--- src/logic/fifo_macros.svh ---
// FIFO build constants
`ifndef FIFO_MACROS_SVH
`define FIFO_MACROS_SVH

// Number of storage slots
// Also the width of the one-hot pointer rings
// Must be at least 4 for the rotated overlap in the full flag
`define FIFO_DEPTH 8

// Width of one data word
`define FIFO_WIDTH 16

// Flops in each pointer and flag synchronizer
`define FIFO_SYNC_STAGES 2

`endif

--- src/logic/fifo_pkg.sv ---
// FIFO shared types
`include "fifo_macros.svh"

package fifo_pkg;

    // *************************************************************************
    // Pointer type
    // *************************************************************************

    // One bit per slot, exactly one bit set
    // Bit 0 marks slot 0, the reset position of both rings
    typedef logic [`FIFO_DEPTH-1:0] onehot_ptr_t;

    // *************************************************************************
    // Output register state
    // *************************************************************************

    // RD_EMPTY  -> output register holds no word
    // RD_LOADED -> output register holds a word, out_valid high
    typedef enum logic
    {
        RD_EMPTY  = 1'b0,
        RD_LOADED = 1'b1
    } rd_state_t;

endpackage

--- src/logic/fifo_synchronizer.sv ---
// Multi-flop synchronizer
`timescale 1ns/1ps
`include "fifo_macros.svh"

module fifo_synchronizer #(
    parameter int unsigned      WIDTH       = 1,
    parameter logic [WIDTH-1:0] RESET_VALUE = '0
) (
    input  logic             clk,
    input  logic             rstn,
    input  logic [WIDTH-1:0] d_in,
    output logic [WIDTH-1:0] d_out
);

    // Chain length, shared by every crossing in the buffer
    localparam int unsigned STAGES = `FIFO_SYNC_STAGES;

    // Flop chain, index 0 samples the incoming value
    logic [WIDTH-1:0] sync_q [STAGES];

    always_ff @(posedge clk or negedge rstn)
    begin
        if (!rstn)
        begin
            // Every stage starts at the agreed idle value
            for (int i = 0; i < STAGES; i++)
            begin
                sync_q[i] <= RESET_VALUE;
            end
        end
        else
        begin
            sync_q[0] <= d_in;
            // Shift toward the receiver
            for (int i = 1; i < STAGES; i++)
            begin
                sync_q[i] <= sync_q[i-1];
            end
        end
    end

    // Last stage is the only copy the receiver may use
    assign d_out = sync_q[STAGES-1];

endmodule

--- src/logic/fifo_full_detector.sv ---
// Conservative full flag
`timescale 1ns/1ps
`include "fifo_macros.svh"

module fifo_full_detector (
    input  logic                  clk,
    input  logic                  rstn,
    input  fifo_pkg::onehot_ptr_t read_pointer,
    input  fifo_pkg::onehot_ptr_t write_pointer,
    input  logic                  valid,
    output logic                  full
);

    import fifo_pkg::*;

    // Raw overlap, synchronized overlap, push/near-full history
    logic near_full;
    logic near_full_sync;
    logic push_seen;

    // Rotate a one-hot ring left by k slots
    function automatic onehot_ptr_t rotate_left(input onehot_ptr_t ptr, input int unsigned k);
        onehot_ptr_t rotated;
        rotated = (ptr << k) | (ptr >> (`FIFO_DEPTH - k));
        return rotated;
    endfunction

    // Three rotations need at least four slots
    if (`FIFO_DEPTH < 4)
    begin : g_depth_check
        $error("FIFO_DEPTH must be at least 4");
    end

    // *************************************************************************
    // Overlap of read pointer with write pointer + 1, + 2, + 3
    // *************************************************************************

    // Any hit means three or fewer free slots
    // Write == read is the empty case and gives no hit
    always_comb
    begin
        near_full = 1'b0;
        for (int unsigned k = 1; k <= 3; k++)
        begin
            near_full = near_full | (|(read_pointer & rotate_left(write_pointer, k)));
        end
    end

    // Carry the overlap into the write side, delayed like a real crossing
    fifo_synchronizer #(
        .WIDTH       (1),
        .RESET_VALUE (1'b0)
    ) u_full_sync (
        .clk   (clk),
        .rstn  (rstn),
        .d_in  (near_full),
        .d_out (near_full_sync)
    );

    // History flop
    // Set by a push or by an earlier near-full, so full only reports
    // after something actually moved the write side
    always_ff @(posedge clk or negedge rstn)
    begin
        if (!rstn)
            push_seen <= 1'b0;
        else
            push_seen <= near_full_sync | valid;
    end

    assign full = near_full_sync & push_seen;

    // The delayed flag must stop pushes before the last free slot is taken
    a_no_push_into_last_slot: assert property (
        @(posedge clk) disable iff (!rstn)
        valid |-> !(|(read_pointer & rotate_left(write_pointer, 1)))
    );

endmodule

--- src/logic/fifo_empty_detector.sv ---
// Empty flag from synchronized write pointer
`timescale 1ns/1ps
`include "fifo_macros.svh"

module fifo_empty_detector (
    input  logic                  clk,
    input  logic                  rstn,
    input  fifo_pkg::onehot_ptr_t read_pointer,
    input  fifo_pkg::onehot_ptr_t write_pointer,
    output logic                  empty
);

    import fifo_pkg::*;

    // Write pointer as seen from the read side
    onehot_ptr_t write_pointer_sync;

    // *************************************************************************
    // Pointer crossing
    // *************************************************************************

    // Resets to slot 0, matching the write ring reset
    fifo_synchronizer #(
        .WIDTH       (`FIFO_DEPTH),
        .RESET_VALUE (onehot_ptr_t'(1))
    ) u_wr_ptr_sync (
        .clk   (clk),
        .rstn  (rstn),
        .d_in  (write_pointer),
        .d_out (write_pointer_sync)
    );

    // Same slot on both rings means nothing left to read
    // The synchronized copy lags, so empty may stay high a little long
    // but never falls early
    assign empty = |(read_pointer & write_pointer_sync);

endmodule

--- src/logic/fifo_write_port.sv ---
// FIFO input side
`timescale 1ns/1ps
`include "fifo_macros.svh"

module fifo_write_port (
    input  logic                   clk,
    input  logic                   rstn,
    input  logic                   in_valid,
    input  logic [`FIFO_WIDTH-1:0] in_data,
    output logic                   in_ready,
    input  fifo_pkg::onehot_ptr_t  rd_ptr,
    output fifo_pkg::onehot_ptr_t  wr_ptr,
    output logic                   wr_en,
    output logic [`FIFO_WIDTH-1:0] wr_data
);

    // Conservative full flag from the detector
    logic full;

    // *************************************************************************
    // Handshake
    // *************************************************************************

    // Accept whenever full is low
    assign in_ready = ~full;

    // One push per accepted word, written straight into storage
    assign wr_en   = in_valid & in_ready;
    assign wr_data = in_data;

    // Write ring
    // Slot 0 after reset, rotate left once per push
    always_ff @(posedge clk or negedge rstn)
    begin
        if (!rstn)
        begin
            wr_ptr <= {{(`FIFO_DEPTH-1){1'b0}}, 1'b1};
        end
        else if (wr_en)
        begin
            wr_ptr <= {wr_ptr[`FIFO_DEPTH-2:0], wr_ptr[`FIFO_DEPTH-1]};
        end
    end

    // Full detection against the read ring
    fifo_full_detector u_full_detector (
        .clk           (clk),
        .rstn          (rstn),
        .read_pointer  (rd_ptr),
        .write_pointer (wr_ptr),
        .valid         (wr_en),
        .full          (full)
    );

    // No push into a full buffer
    // After any push the rings must still differ, otherwise the word
    // just written landed on an unread slot
    a_no_push_when_full: assert property (
        @(posedge clk) disable iff (!rstn)
        wr_en |=> (wr_ptr != rd_ptr)
    );

endmodule

--- src/logic/fifo_storage.sv ---
// FIFO register array
`timescale 1ns/1ps
`include "fifo_macros.svh"

module fifo_storage (
    input  logic                   clk,
    input  logic                   wr_en,
    input  fifo_pkg::onehot_ptr_t  wr_ptr,
    input  logic [`FIFO_WIDTH-1:0] wr_data,
    input  fifo_pkg::onehot_ptr_t  rd_ptr,
    output logic [`FIFO_WIDTH-1:0] rd_data
);

    // One word per slot
    logic [`FIFO_WIDTH-1:0] mem [`FIFO_DEPTH];

    // *************************************************************************
    // Write
    // *************************************************************************

    // Only the slot with its pointer bit set takes the word
    always_ff @(posedge clk)
    begin
        for (int i = 0; i < `FIFO_DEPTH; i++)
        begin
            if (wr_en && wr_ptr[i])
                mem[i] <= wr_data;
        end
    end

    // *************************************************************************
    // Read
    // *************************************************************************

    // AND-OR mux, one-hot select needs no decoder
    always_comb
    begin
        rd_data = '0;
        for (int i = 0; i < `FIFO_DEPTH; i++)
        begin
            rd_data = rd_data | ({`FIFO_WIDTH{rd_ptr[i]}} & mem[i]);
        end
    end

endmodule

--- src/logic/fifo_read_port.sv ---
// FIFO output side
`timescale 1ns/1ps
`include "fifo_macros.svh"

module fifo_read_port (
    input  logic                   clk,
    input  logic                   rstn,
    input  fifo_pkg::onehot_ptr_t  wr_ptr,
    input  logic [`FIFO_WIDTH-1:0] rd_data,
    output fifo_pkg::onehot_ptr_t  rd_ptr,
    output logic                   out_valid,
    output logic [`FIFO_WIDTH-1:0] out_data,
    input  logic                   out_ready
);

    import fifo_pkg::*;

    // Output register FSM
    rd_state_t state_q;
    rd_state_t state_d;

    // Storage empty as seen from this side
    logic empty;
    // Output register takes a word this cycle, also the pop
    logic load;

    // Empty detection against the write ring
    fifo_empty_detector u_empty_detector (
        .clk           (clk),
        .rstn          (rstn),
        .read_pointer  (rd_ptr),
        .write_pointer (wr_ptr),
        .empty         (empty)
    );

    // *************************************************************************
    // Output register control
    // *************************************************************************

    // Load when a word waits and the register is free or draining now
    assign load = ~empty & ((state_q == RD_EMPTY) | out_ready);

    always_comb
    begin
        state_d = state_q;
        if (load)
            state_d = RD_LOADED;
        else if (out_ready)
            // Drained with nothing to replace it
            state_d = RD_EMPTY;
    end

    always_ff @(posedge clk or negedge rstn)
    begin
        if (!rstn)
            state_q <= RD_EMPTY;
        else
            state_q <= state_d;
    end

    assign out_valid = (state_q == RD_LOADED);

    // Payload register, only meaningful while loaded
    always_ff @(posedge clk)
    begin
        if (load)
            out_data <= rd_data;
    end

    // Read ring
    // Slot 0 after reset, rotate left once per pop
    always_ff @(posedge clk or negedge rstn)
    begin
        if (!rstn)
            rd_ptr <= onehot_ptr_t'(1);
        else if (load)
            rd_ptr <= {rd_ptr[`FIFO_DEPTH-2:0], rd_ptr[`FIFO_DEPTH-1]};
    end

    // A pop never takes the slot the write side has not filled yet
    a_no_pop_when_empty: assert property (
        @(posedge clk) disable iff (!rstn)
        load |-> (rd_ptr != wr_ptr)
    );

endmodule

--- src/logic/fifo_top.sv ---
// One-hot pointer FIFO top
`timescale 1ns/1ps
`include "fifo_macros.svh"

module fifo_top (
    input  logic                   clk,
    input  logic                   rstn,
    // Input stream
    input  logic                   in_valid,
    input  logic [`FIFO_WIDTH-1:0] in_data,
    output logic                   in_ready,
    // Output stream
    output logic                   out_valid,
    output logic [`FIFO_WIDTH-1:0] out_data,
    input  logic                   out_ready,
    // Status
    output logic                   full
);

    import fifo_pkg::*;

    // *************************************************************************
    // Internal nets
    // *************************************************************************

    // Rings, each also crossing to the opposite side
    onehot_ptr_t            wr_ptr;
    onehot_ptr_t            rd_ptr;
    // Write path into storage
    logic                   wr_en;
    logic [`FIFO_WIDTH-1:0] wr_data;
    // Word at the read slot
    logic [`FIFO_WIDTH-1:0] rd_data;

    // Status is just the back-pressure seen at the input
    assign full = ~in_ready;

    fifo_write_port u_write_port (
        .clk      (clk),
        .rstn     (rstn),
        .in_valid (in_valid),
        .in_data  (in_data),
        .in_ready (in_ready),
        .rd_ptr   (rd_ptr),
        .wr_ptr   (wr_ptr),
        .wr_en    (wr_en),
        .wr_data  (wr_data)
    );

    fifo_storage u_storage (
        .clk     (clk),
        .wr_en   (wr_en),
        .wr_ptr  (wr_ptr),
        .wr_data (wr_data),
        .rd_ptr  (rd_ptr),
        .rd_data (rd_data)
    );

    fifo_read_port u_read_port (
        .clk       (clk),
        .rstn      (rstn),
        .wr_ptr    (wr_ptr),
        .rd_data   (rd_data),
        .rd_ptr    (rd_ptr),
        .out_valid (out_valid),
        .out_data  (out_data),
        .out_ready (out_ready)
    );

endmodule

--- config.mk ---
export PLATFORM = sky130hd
export DESIGN_NAME = fifo_top
export DESIGN_NICKNAME = d
export VERILOG_FILES = /design/src/logic/fifo_pkg.sv /design/src/logic/fifo_synchronizer.sv /design/src/logic/fifo_full_detector.sv /design/src/logic/fifo_empty_detector.sv /design/src/logic/fifo_write_port.sv /design/src/logic/fifo_storage.sv /design/src/logic/fifo_read_port.sv /design/src/logic/fifo_top.sv
export VERILOG_INCLUDE_DIRS = /design/src /design/src/logic
export SDC_FILE = /design/constraint.sdc
export NUM_CORES = 1
export LEC_CHECK = 0
export BUFFER_PORTS_ARGS = -buffer_cell sky130_fd_sc_hd__buf_2
export CORE_MARGIN = 8
export CORE_UTILIZATION = 50
export DETAILED_ROUTE_END_ITERATION = 16
export GPL_TIMING_DRIVEN = 0
export PLACE_DENSITY = 0.68
export SYNTH_ARGS = -nofsm -noshare
export SYNTH_HDL_FRONTEND = slang
export SYNTH_SLANG_ARGS = --single-unit
--- constraint.sdc ---
create_clock -name clk -period 1.9 [get_ports clk]
set_input_delay 0.19 -clock clk [delete_from_list [all_inputs] [get_ports clk]]
set_output_delay 0.19 -clock clk [all_outputs]
set_load 0.1 [all_outputs]
==> run summary, run 1 <==
crit end category - register
distinct cell type count after synthesis - 20
register area share after synthesis - 0.833
Worst path top cell family by delay - buffers and inverters
hpwl dp - 7.37 mm
Crit-path slowest cell - buf_1
switching power share of the total - 0.197
initial antenna violation count - 0
CTS tree - built
Net Sw Power - 1.56 mW
Area growth syn-to-layout - 17.6%
clock-pin slew on the worst setup and hold paths - 0.06 ns
combinational share of power - 0.033
slowest stage delay, CP - 0.67 ns
final hold violation count - 0
Slew HR - 0.446
Final Skew - 0.00842 ns
internal power - 6.35 mW
Slew Limit Fails - 0
cells after synthesis - 327
fmax - 0.544 GHz
vias in the first global route - 3309
Routed WL per cell - 23.5 um
CTS root buffer - clkbuf_16
die footprint - 0.0164 mm^2
drc violations - 0
status - complete, no violations
total power - 7.91 mW
Final period util - 0.967
Synth Net Count - 347
grt total ovfl - 0
layout cells sized above 1 - 0.280
cell area after synthesis - 0.00628 mm^2
Buf/Inv on CP - 2
Max-Cap Viols - 0
crit path max fanout - 10
fin worst setup slack - 0.0633 ns
Die Ht - 128 um
slew at the pin closest to its max-slew limit - 0.830 ns
Clock Sinks - 180
CTS H-tree depth - 4
routability congestion estimate - 0.728
Die Wd - 128 um
GR Util All Layers - 0.174
Avg Cell Area, Syn - 19.2 um^2
DRT Wirelength - 13.6 mm
part of the power in registers - 0.541
setup TNS - 0 ns
# diodes - 0
largest net degree at the start of global routing - 37
Pre-antenna DRT Iters - 5
post-place setup slack - -0.280 ns
flops & latches, synth - 180
number of I/O pins - 39
CORE AREA - 0.0124 mm^2
cell row count - 41
routed vias/inst - 5.79
RSZ-0062 raised after global routing - no
worst skew pair latency - 0.42 ns
Power Density - 1070 mW/mm^2
crit path time final - 1.84 ns
Max IR drop VDD - 0.608 mV
WP data required - 2.18 ns
worst path arrival time - 2.11 ns
CP Launch Type - register
Hold Path Class - in2reg
Final nets - 415
WHS - 0.0424 ns
1st-iter DRT viols - 423
final setup fails - 0
clock tree buffer depth - 2
cts bufs inserted - 17
first-pass GRT wire length - 20.2 mm
Crit Path Category - reg2reg
fin util - 0.594
initial core utilization - 0.506
Routed Antenna Nets - 0
share of total power in the clock network - 0.426
Leak - 2.67 nW
# port buffers - 38
DR vias - 3351
crit-path cells - buf_2, buf_1, a22oi_1, nand4_1
Ys Warns - 0
synthesized netlist by cell type:
library cell	number	area, um^2
dfstp_2	4	105
and3_1	8	50.1
buf_1	3	11.3
edfxtp_1	144	4320
mux2_2	16	180
buf_2	5	25.0
a22oi_1	68	510
a21oi_4	1	16.3
o31ai_1	3	22.5
or3_1	2	12.5
or2_2	1	6.26
and2_1	1	6.26
dfrtp_1	32	801
clkbuf_1	10	37.5
inv_1	3	11.3
o21ai_0	3	15.0
o22ai_1	1	6.26
nand2_1	2	7.51
nand4_1	19	119
a221oi_1	1	8.76
routing by layer:
metal | vias up | GRT usage | part of all wire
li1 | 1480 | - | -
met1 | 1747 | 0.227 | 0.44
met2 | 116 | 0.279 | 0.50
met3 | 8 | 0.0445 | 0.058
met4 | 0 | 0.0601 | 0.0080
met5 | - | 0 | 0
cell usage in the layout (no fill, tap or decap):
master	Yosys	layout
o31ai_1	3	3
nand4_1	19	19
o21ai_0	3	3
mux2_2	16	16
clkbuf_16	0	17
clkbuf_2	0	5
edfxtp_1	144	144
o22ai_1	1	1
or3_1	2	2
inv_1	3	3
buf_2	5	44
buf_12	0	1
dfstp_2	4	4
nand2_1	2	2
dfrtp_1	32	31
a21oi_4	1	2
a221oi_1	1	1
a22oi_1	68	68
clkinvlp_4	0	1
dfrtp_2	0	1
clkinv_4	0	1
dlygate4sd3_1	0	2
clkinvlp_2	0	1
or2_2	1	1
buf_1	3	2
clkbuf_1	10	5
clkinv_1	0	6
and2_1	1	1
and3_2	0	8
buf_4	0	7
clkinv_2	0	2
bufinv_16	0	3
cell type report:
class | count | area [um^2]
buffer | 18 | 81.3
clock buffer | 17 | 425
clock inverter | 14 | 144
fill | 942 | 5040
inverter | 3 | 11.3
multi-input combinational | 127 | 987
sequential | 180 | 5230
tap | 172 | 215
timing repair buffer | 48 | 283
final timing paths:
path	slack [ns]	end	cells after the start	from
worst min register to register	0.35	register	0	register
worst max register to register	0.06	u_read_port.out_data[13]	4	u_read_port.rd_ptr[7]
max in group asynchronous	0.98	u_read_port.out_valid	2	rstn
worst min-delay path	0.04	u_storage.mem[1][50]	1	in_data[2]
worst max-delay path	0.06	u_read_port.out_data[13]	4	u_read_port.rd_ptr[7]
min in group asynchronous	0.38	u_write_port.u_full_detector.push_seen	2	rstn
power groups by stage:
stage	Combinational, mW	Sequential [mW]	Clock, mW
final	0.262	4.28	3.37
after global placement	0.236	4.36	0
after global routing	0.276	4.28	3.56
after CTS	0.264	4.28	3.42
after floorplan	0.0184	4.50	0
after detailed placement	0.241	4.36	0
cell families (layout without fill, tap and decap cells):
logic type             after synthesis  count (layout)  synth area share
DFF                                180             180             0.833
AOI/OAI and AO/OA                   77              78            0.0923
and+or+nand+nor                     33              33            0.0321
buffers and inverters               21             100            0.0136
muxes                               16              16            0.0287
registers in the layout, indices dropped and copies added, names as in the netlist:
signal,cells
u_storage.mem,128
u_write_port.u_full_detector.u_full_sync.d_out,1
u_write_port.wr_ptr,8
u_read_port.u_empty_detector.u_wr_ptr_sync.d_out,8
u_read_port.u_empty_detector.u_wr_ptr_sync.sync_q,8
u_read_port.out_data,16
u_write_port.u_full_detector.u_full_sync.sync_q,1
u_read_port.rd_ptr,8
u_write_port.u_full_detector.push_seen,1
u_read_port.out_valid,1
repair_timing:
item	4_1_cts	5_1_grt
pin swaps	0	1
hold endpoints to repair	33	0
setup endpoints to repair	116	55
gates cloned	1	0
hold buffers	2	0
resized for setup	11	3
buffers inserted	7	1
through the flow:
step | std cells | instance area, um^2
after floorplan | 327 | 6280
after global placement | 537 | 6680
after detailed placement | 537 | 6680
after CTS | 578 | 7370
after global routing | 579 | 7380
final | 579 | 7380
No activity file was read; power rests on OpenSTA's default activity.
==> inputs of run 2 (changes only) <==
ABC_AREA = 1   (was unset)
SLEW_MARGIN = 20   (was unset)
clock period = 2.26 ns   (was 1.9 ns; I/O delays follow)
==> run 2 against run 1 <==
Combinational power fell by 8.8%; flip-flop and latch count did not move; sequential power fell by 16%; register-to-register slack improved by 0.098 ns; critical path type unchanged; final cell count rose by 28%; final area rose by 3.7%.
==> run summary, run 2 <==
DRT Wirelength - 13.9 mm (was 13.6 mm)
crit path max fanout - 16 (was 10)
crit path time final - 2.10 ns (was 1.84 ns)
most numerous cell in the Yosys netlist - nand2_1 (was edfxtp_1)
Buf/Inv on CP - 1 (was 2)
Slew HR - 0.312 (was 0.446)
grt total ovfl - 0 (unchanged)
Routed Antenna Nets - 0 (unchanged)
Hold Path Depth - 1 (unchanged)
Leak - 3.00 nW (was 2.67 nW)
Die Wd - 131 um (was 128 um)
Reg area - 0.00523 mm^2 (about the same)
initial core utilization - 0.507 (was 0.506)
slowest stage delay, CP - 0.81 ns (was 0.67 ns)
initial antenna violation count - 2 (was 0)
Post-synth EDFFs - 144 (unchanged)
most common cell after layout, fill and taps aside - nand2_1 (was edfxtp_1)
Die Ht - 131 um (was 128 um)
placed insts - 708 (was 537)
layout cells sized above 1 - 0.191 (was 0.280)
# diodes - 0 (unchanged)
Final Skew - 0.00760 ns (was 0.00842 ns)
Final nets - 573 (was 415)
CTS root buffer - clkbuf_16 (unchanged)
largest cells by area after synthesis - edfxtp_1, dfrtp_1, nand2_1, nand4_1, a21oi_1 (was edfxtp_1, dfrtp_1, a22oi_1, mux2_2, nand4_1)
routed vias/inst - 5.28 (was 5.79)
DR vias - 3915 (was 3351)
flops & latches, synth - 180 (unchanged)
final setup fails - 0 (unchanged)
largest net degree at the start of global routing - 37 (unchanged)
fmax - 0.476 GHz (was 0.544 GHz)
drc violations - 0 (unchanged)
r2r setup slk - 0.16 ns (was 0.06 ns)
commonest non-fill, non-tap cells in the layout - nand2_1, edfxtp_1, buf_2, dfrtp_1, a21oi_1 (was edfxtp_1, a22oi_1, buf_2, dfrtp_1, nand4_1)
Area growth syn-to-layout - 15.4% (was 17.6%)
Power Density - 852 mW/mm^2 (was 1070 mW/mm^2)
critical path depth - 4 (unchanged)
Max-Cap Viols - 0 (unchanged)
CTS H-tree depth - 4 (unchanged)
cts bufs inserted - 17 (unchanged)
hpwl dp - 8.27 mm (was 7.37 mm)
Worst path top cell family by delay - simple AND/OR/NAND/NOR gates (was buffers and inverters)
CP Launch Type - register (unchanged)
first-pass GRT wire length - 21.4 mm (was 20.2 mm)
Avg Cell Area, Syn - 13.4 um^2 (was 19.2 um^2)
RSZ-0062 raised after global routing - yes (was no)
die footprint - 0.0172 mm^2 (was 0.0164 mm^2)
reg2reg end - u_storage.mem[1][45] (was u_read_port.out_data[13])
CTS tree - built (unchanged)
largest reg by FF count - u_storage.mem (unchanged)
area of the multi-input gates - 0.00131 mm^2 (was 987 um^2)
clock tree buffer depth - 2 (unchanged)
total power - 6.52 mW (was 7.91 mW)
Crit-path slowest cell - nor2_2 (was buf_1)
cells after synthesis - 494 (was 327)
vias in the first global route - 3809 (was 3309)
Worst Hold Path EP - u_storage.mem[1][49] (was u_storage.mem[1][50])
worst r2r src - u_write_port.u_full_detector.u_full_sync.d_out (was u_read_port.rd_ptr[7])
Post-CTS Setup Bufs - 0 (was 7)
Hold Path Class - in2reg (unchanged)
distinct cell type count after synthesis - 18 (was 20)
crit-path cells - nand2_2, nand2_1, buf_2, nor2_2 (was buf_2, buf_1, a22oi_1, nand4_1)
worst path arrival time - 2.14 ns (was 2.11 ns)
status - complete, no violations (unchanged)
Final period util - 0.929 (was 0.967)
reg2reg path depth - 4 (unchanged)
top_reg_cell synth - edfxtp_1 (unchanged)
Max IR drop VDD - 0.502 mV (was 0.608 mV)
Synth Net Count - 514 (was 347)
Synth area leader - edfxtp_1 (unchanged)
ys async rst share - 0.200 (unchanged)
final hold violation count - 0 (unchanged)
register area share after synthesis - 0.789 (was 0.833)
slew at the pin closest to its max-slew limit - 1.03 ns (was 0.830 ns)
synth cell count leaders - nand2_1, edfxtp_1, dfrtp_1, a21oi_1, nor2_1 (was edfxtp_1, a22oi_1, dfrtp_1, nand4_1, mux2_2)
area share of the largest cell type after synthesis - 0.652 (was 0.689)
max FFs per register - 128 (unchanged)
GR Util All Layers - 0.166 (was 0.174)
Slew Limit Fails - 0 (unchanged)
Routed WL per cell - 18.7 um (was 23.5 um)
Largest regs - u_storage.mem x128, u_read_port.out_data x16 (unchanged)
Ys Warns - 0 (unchanged)
# port buffers - 38 (unchanged)
Post-Layout Cell Count - 742 (was 579)
worst skew pair latency - 0.43 ns (was 0.42 ns)
clock-pin slew on the worst setup and hold paths - 0.06 ns (about the same)
crit end category - register (unchanged)
Clock Sinks - 180 (unchanged)
cell row count - 42 (was 41)
number of I/O pins - 39 (unchanged)
routability congestion estimate - 0.819 (was 0.728)
Layout fillers - 1000 (was 942)
CORE AREA - 0.0131 mm^2 (was 0.0124 mm^2)
Crit Path Category - reg2reg (unchanged)
Pre-antenna DRT Iters - 5 (unchanged)
cell area after synthesis - 0.00663 mm^2 (was 0.00628 mm^2)
WP data required - 2.30 ns (was 2.18 ns)
HP Start - in_data[1] (was in_data[2])
1st-iter DRT viols - 331 (was 423)
[run 2: cell count changes after synthesis, sizes merged, moves of 3 or more]
| cell | previous run | this run |
|---|---|---|
| o21ai | 3 | 8 |
| mux2 | 16 | 0 |
| a22o | 0 | 6 |
| inv | 3 | 11 |
| clkbuf | 10 | 0 |
| a22oi | 68 | 0 |
| a21oi | 1 | 21 |
| buf | 8 | 18 |
| and3 | 8 | 0 |
| nor2 | 0 | 23 |
| nand3 | 0 | 14 |
| o31ai | 3 | 0 |
| nand2 | 2 | 192 |
[run 2: worst max path at each step]
| stage | to | slack (ns) | from |
|---|---|---|---|
| finish | u_storage.mem[1][45] | 0.16 | u_write_port.u_full_detector.u_full_sync.d_out |
| global route | u_storage.mem[1][40] | -0.004 | u_write_port.u_full_detector.u_full_sync.d_out |
| floorplan | u_storage.mem[0][0] | 0.18 | u_write_port.u_full_detector.u_full_sync.d_out |
| global placement | u_storage.mem[0][35] | 0.11 | u_write_port.u_full_detector.u_full_sync.d_out |
| CTS | u_storage.mem[0][12] | 0.07 | u_write_port.u_full_detector.u_full_sync.d_out |
| detailed placement | u_storage.mem[0][10] | 0.09 | u_write_port.u_full_detector.u_full_sync.d_out |
[run 2: timing repair]
action / CTS / global route
hold buffers: 2 / 0
endpoints found under the setup margin: 0 / 16
resized for setup: 0 / 1
endpoints found under the hold margin: 33 / 0
[run 2: final cells by class]
type,instances,share of cell area
multi-input combinational,285,0.171
sequential,180,0.683
inverter,11,0.00540
clock inverter,15,0.0152
tap,176,0.0288
timing repair buffer,40,0.0275
clock buffer,17,0.0556
buffer,18,0.0134
[run 2: stage by stage]
stage          hold slack, ns  cell area (um^2)  TNS, ns   util  setup slack, ns
4_1_cts                0.0453              7630        0  0.583           0.0717
3_3_place_gp            0.333              7070        0  0.540            0.110
5_1_grt                0.0492              7650  -0.0135  0.585         -0.00405
2_1_floorplan         -0.0696              6660        0      -            0.185
3_5_place_dp            0.337              7070        0  0.540           0.0874
6_report               0.0639              7650        0  0.585            0.161
[run 2: power by group]
part           internal (mW)  leakage (nW)  switching [mW]  total [mW]
Clock                   1.50         0.258            1.18        2.68
Combinational         0.0315         0.944           0.208       0.239
Sequential              3.60          1.80         0.00420        3.60
[run 2: cells by family (layout without fill, tap and decap cells)]
logic type,after synthesis,count (layout),synth area share
compound gates,35,35,0.0298
flops,180,180,0.789
simple gates,250,250,0.160
buf+inv,29,101,0.0217
[run 2: layer usage]
metal	vias up	global-route usage	routed length (um)
met3	31	0.0511	1120
met4	4	0.0788	363
met5	-	0	18
met2	170	0.257	6480
met1	1873	0.209	5880
li1	1837	-	-
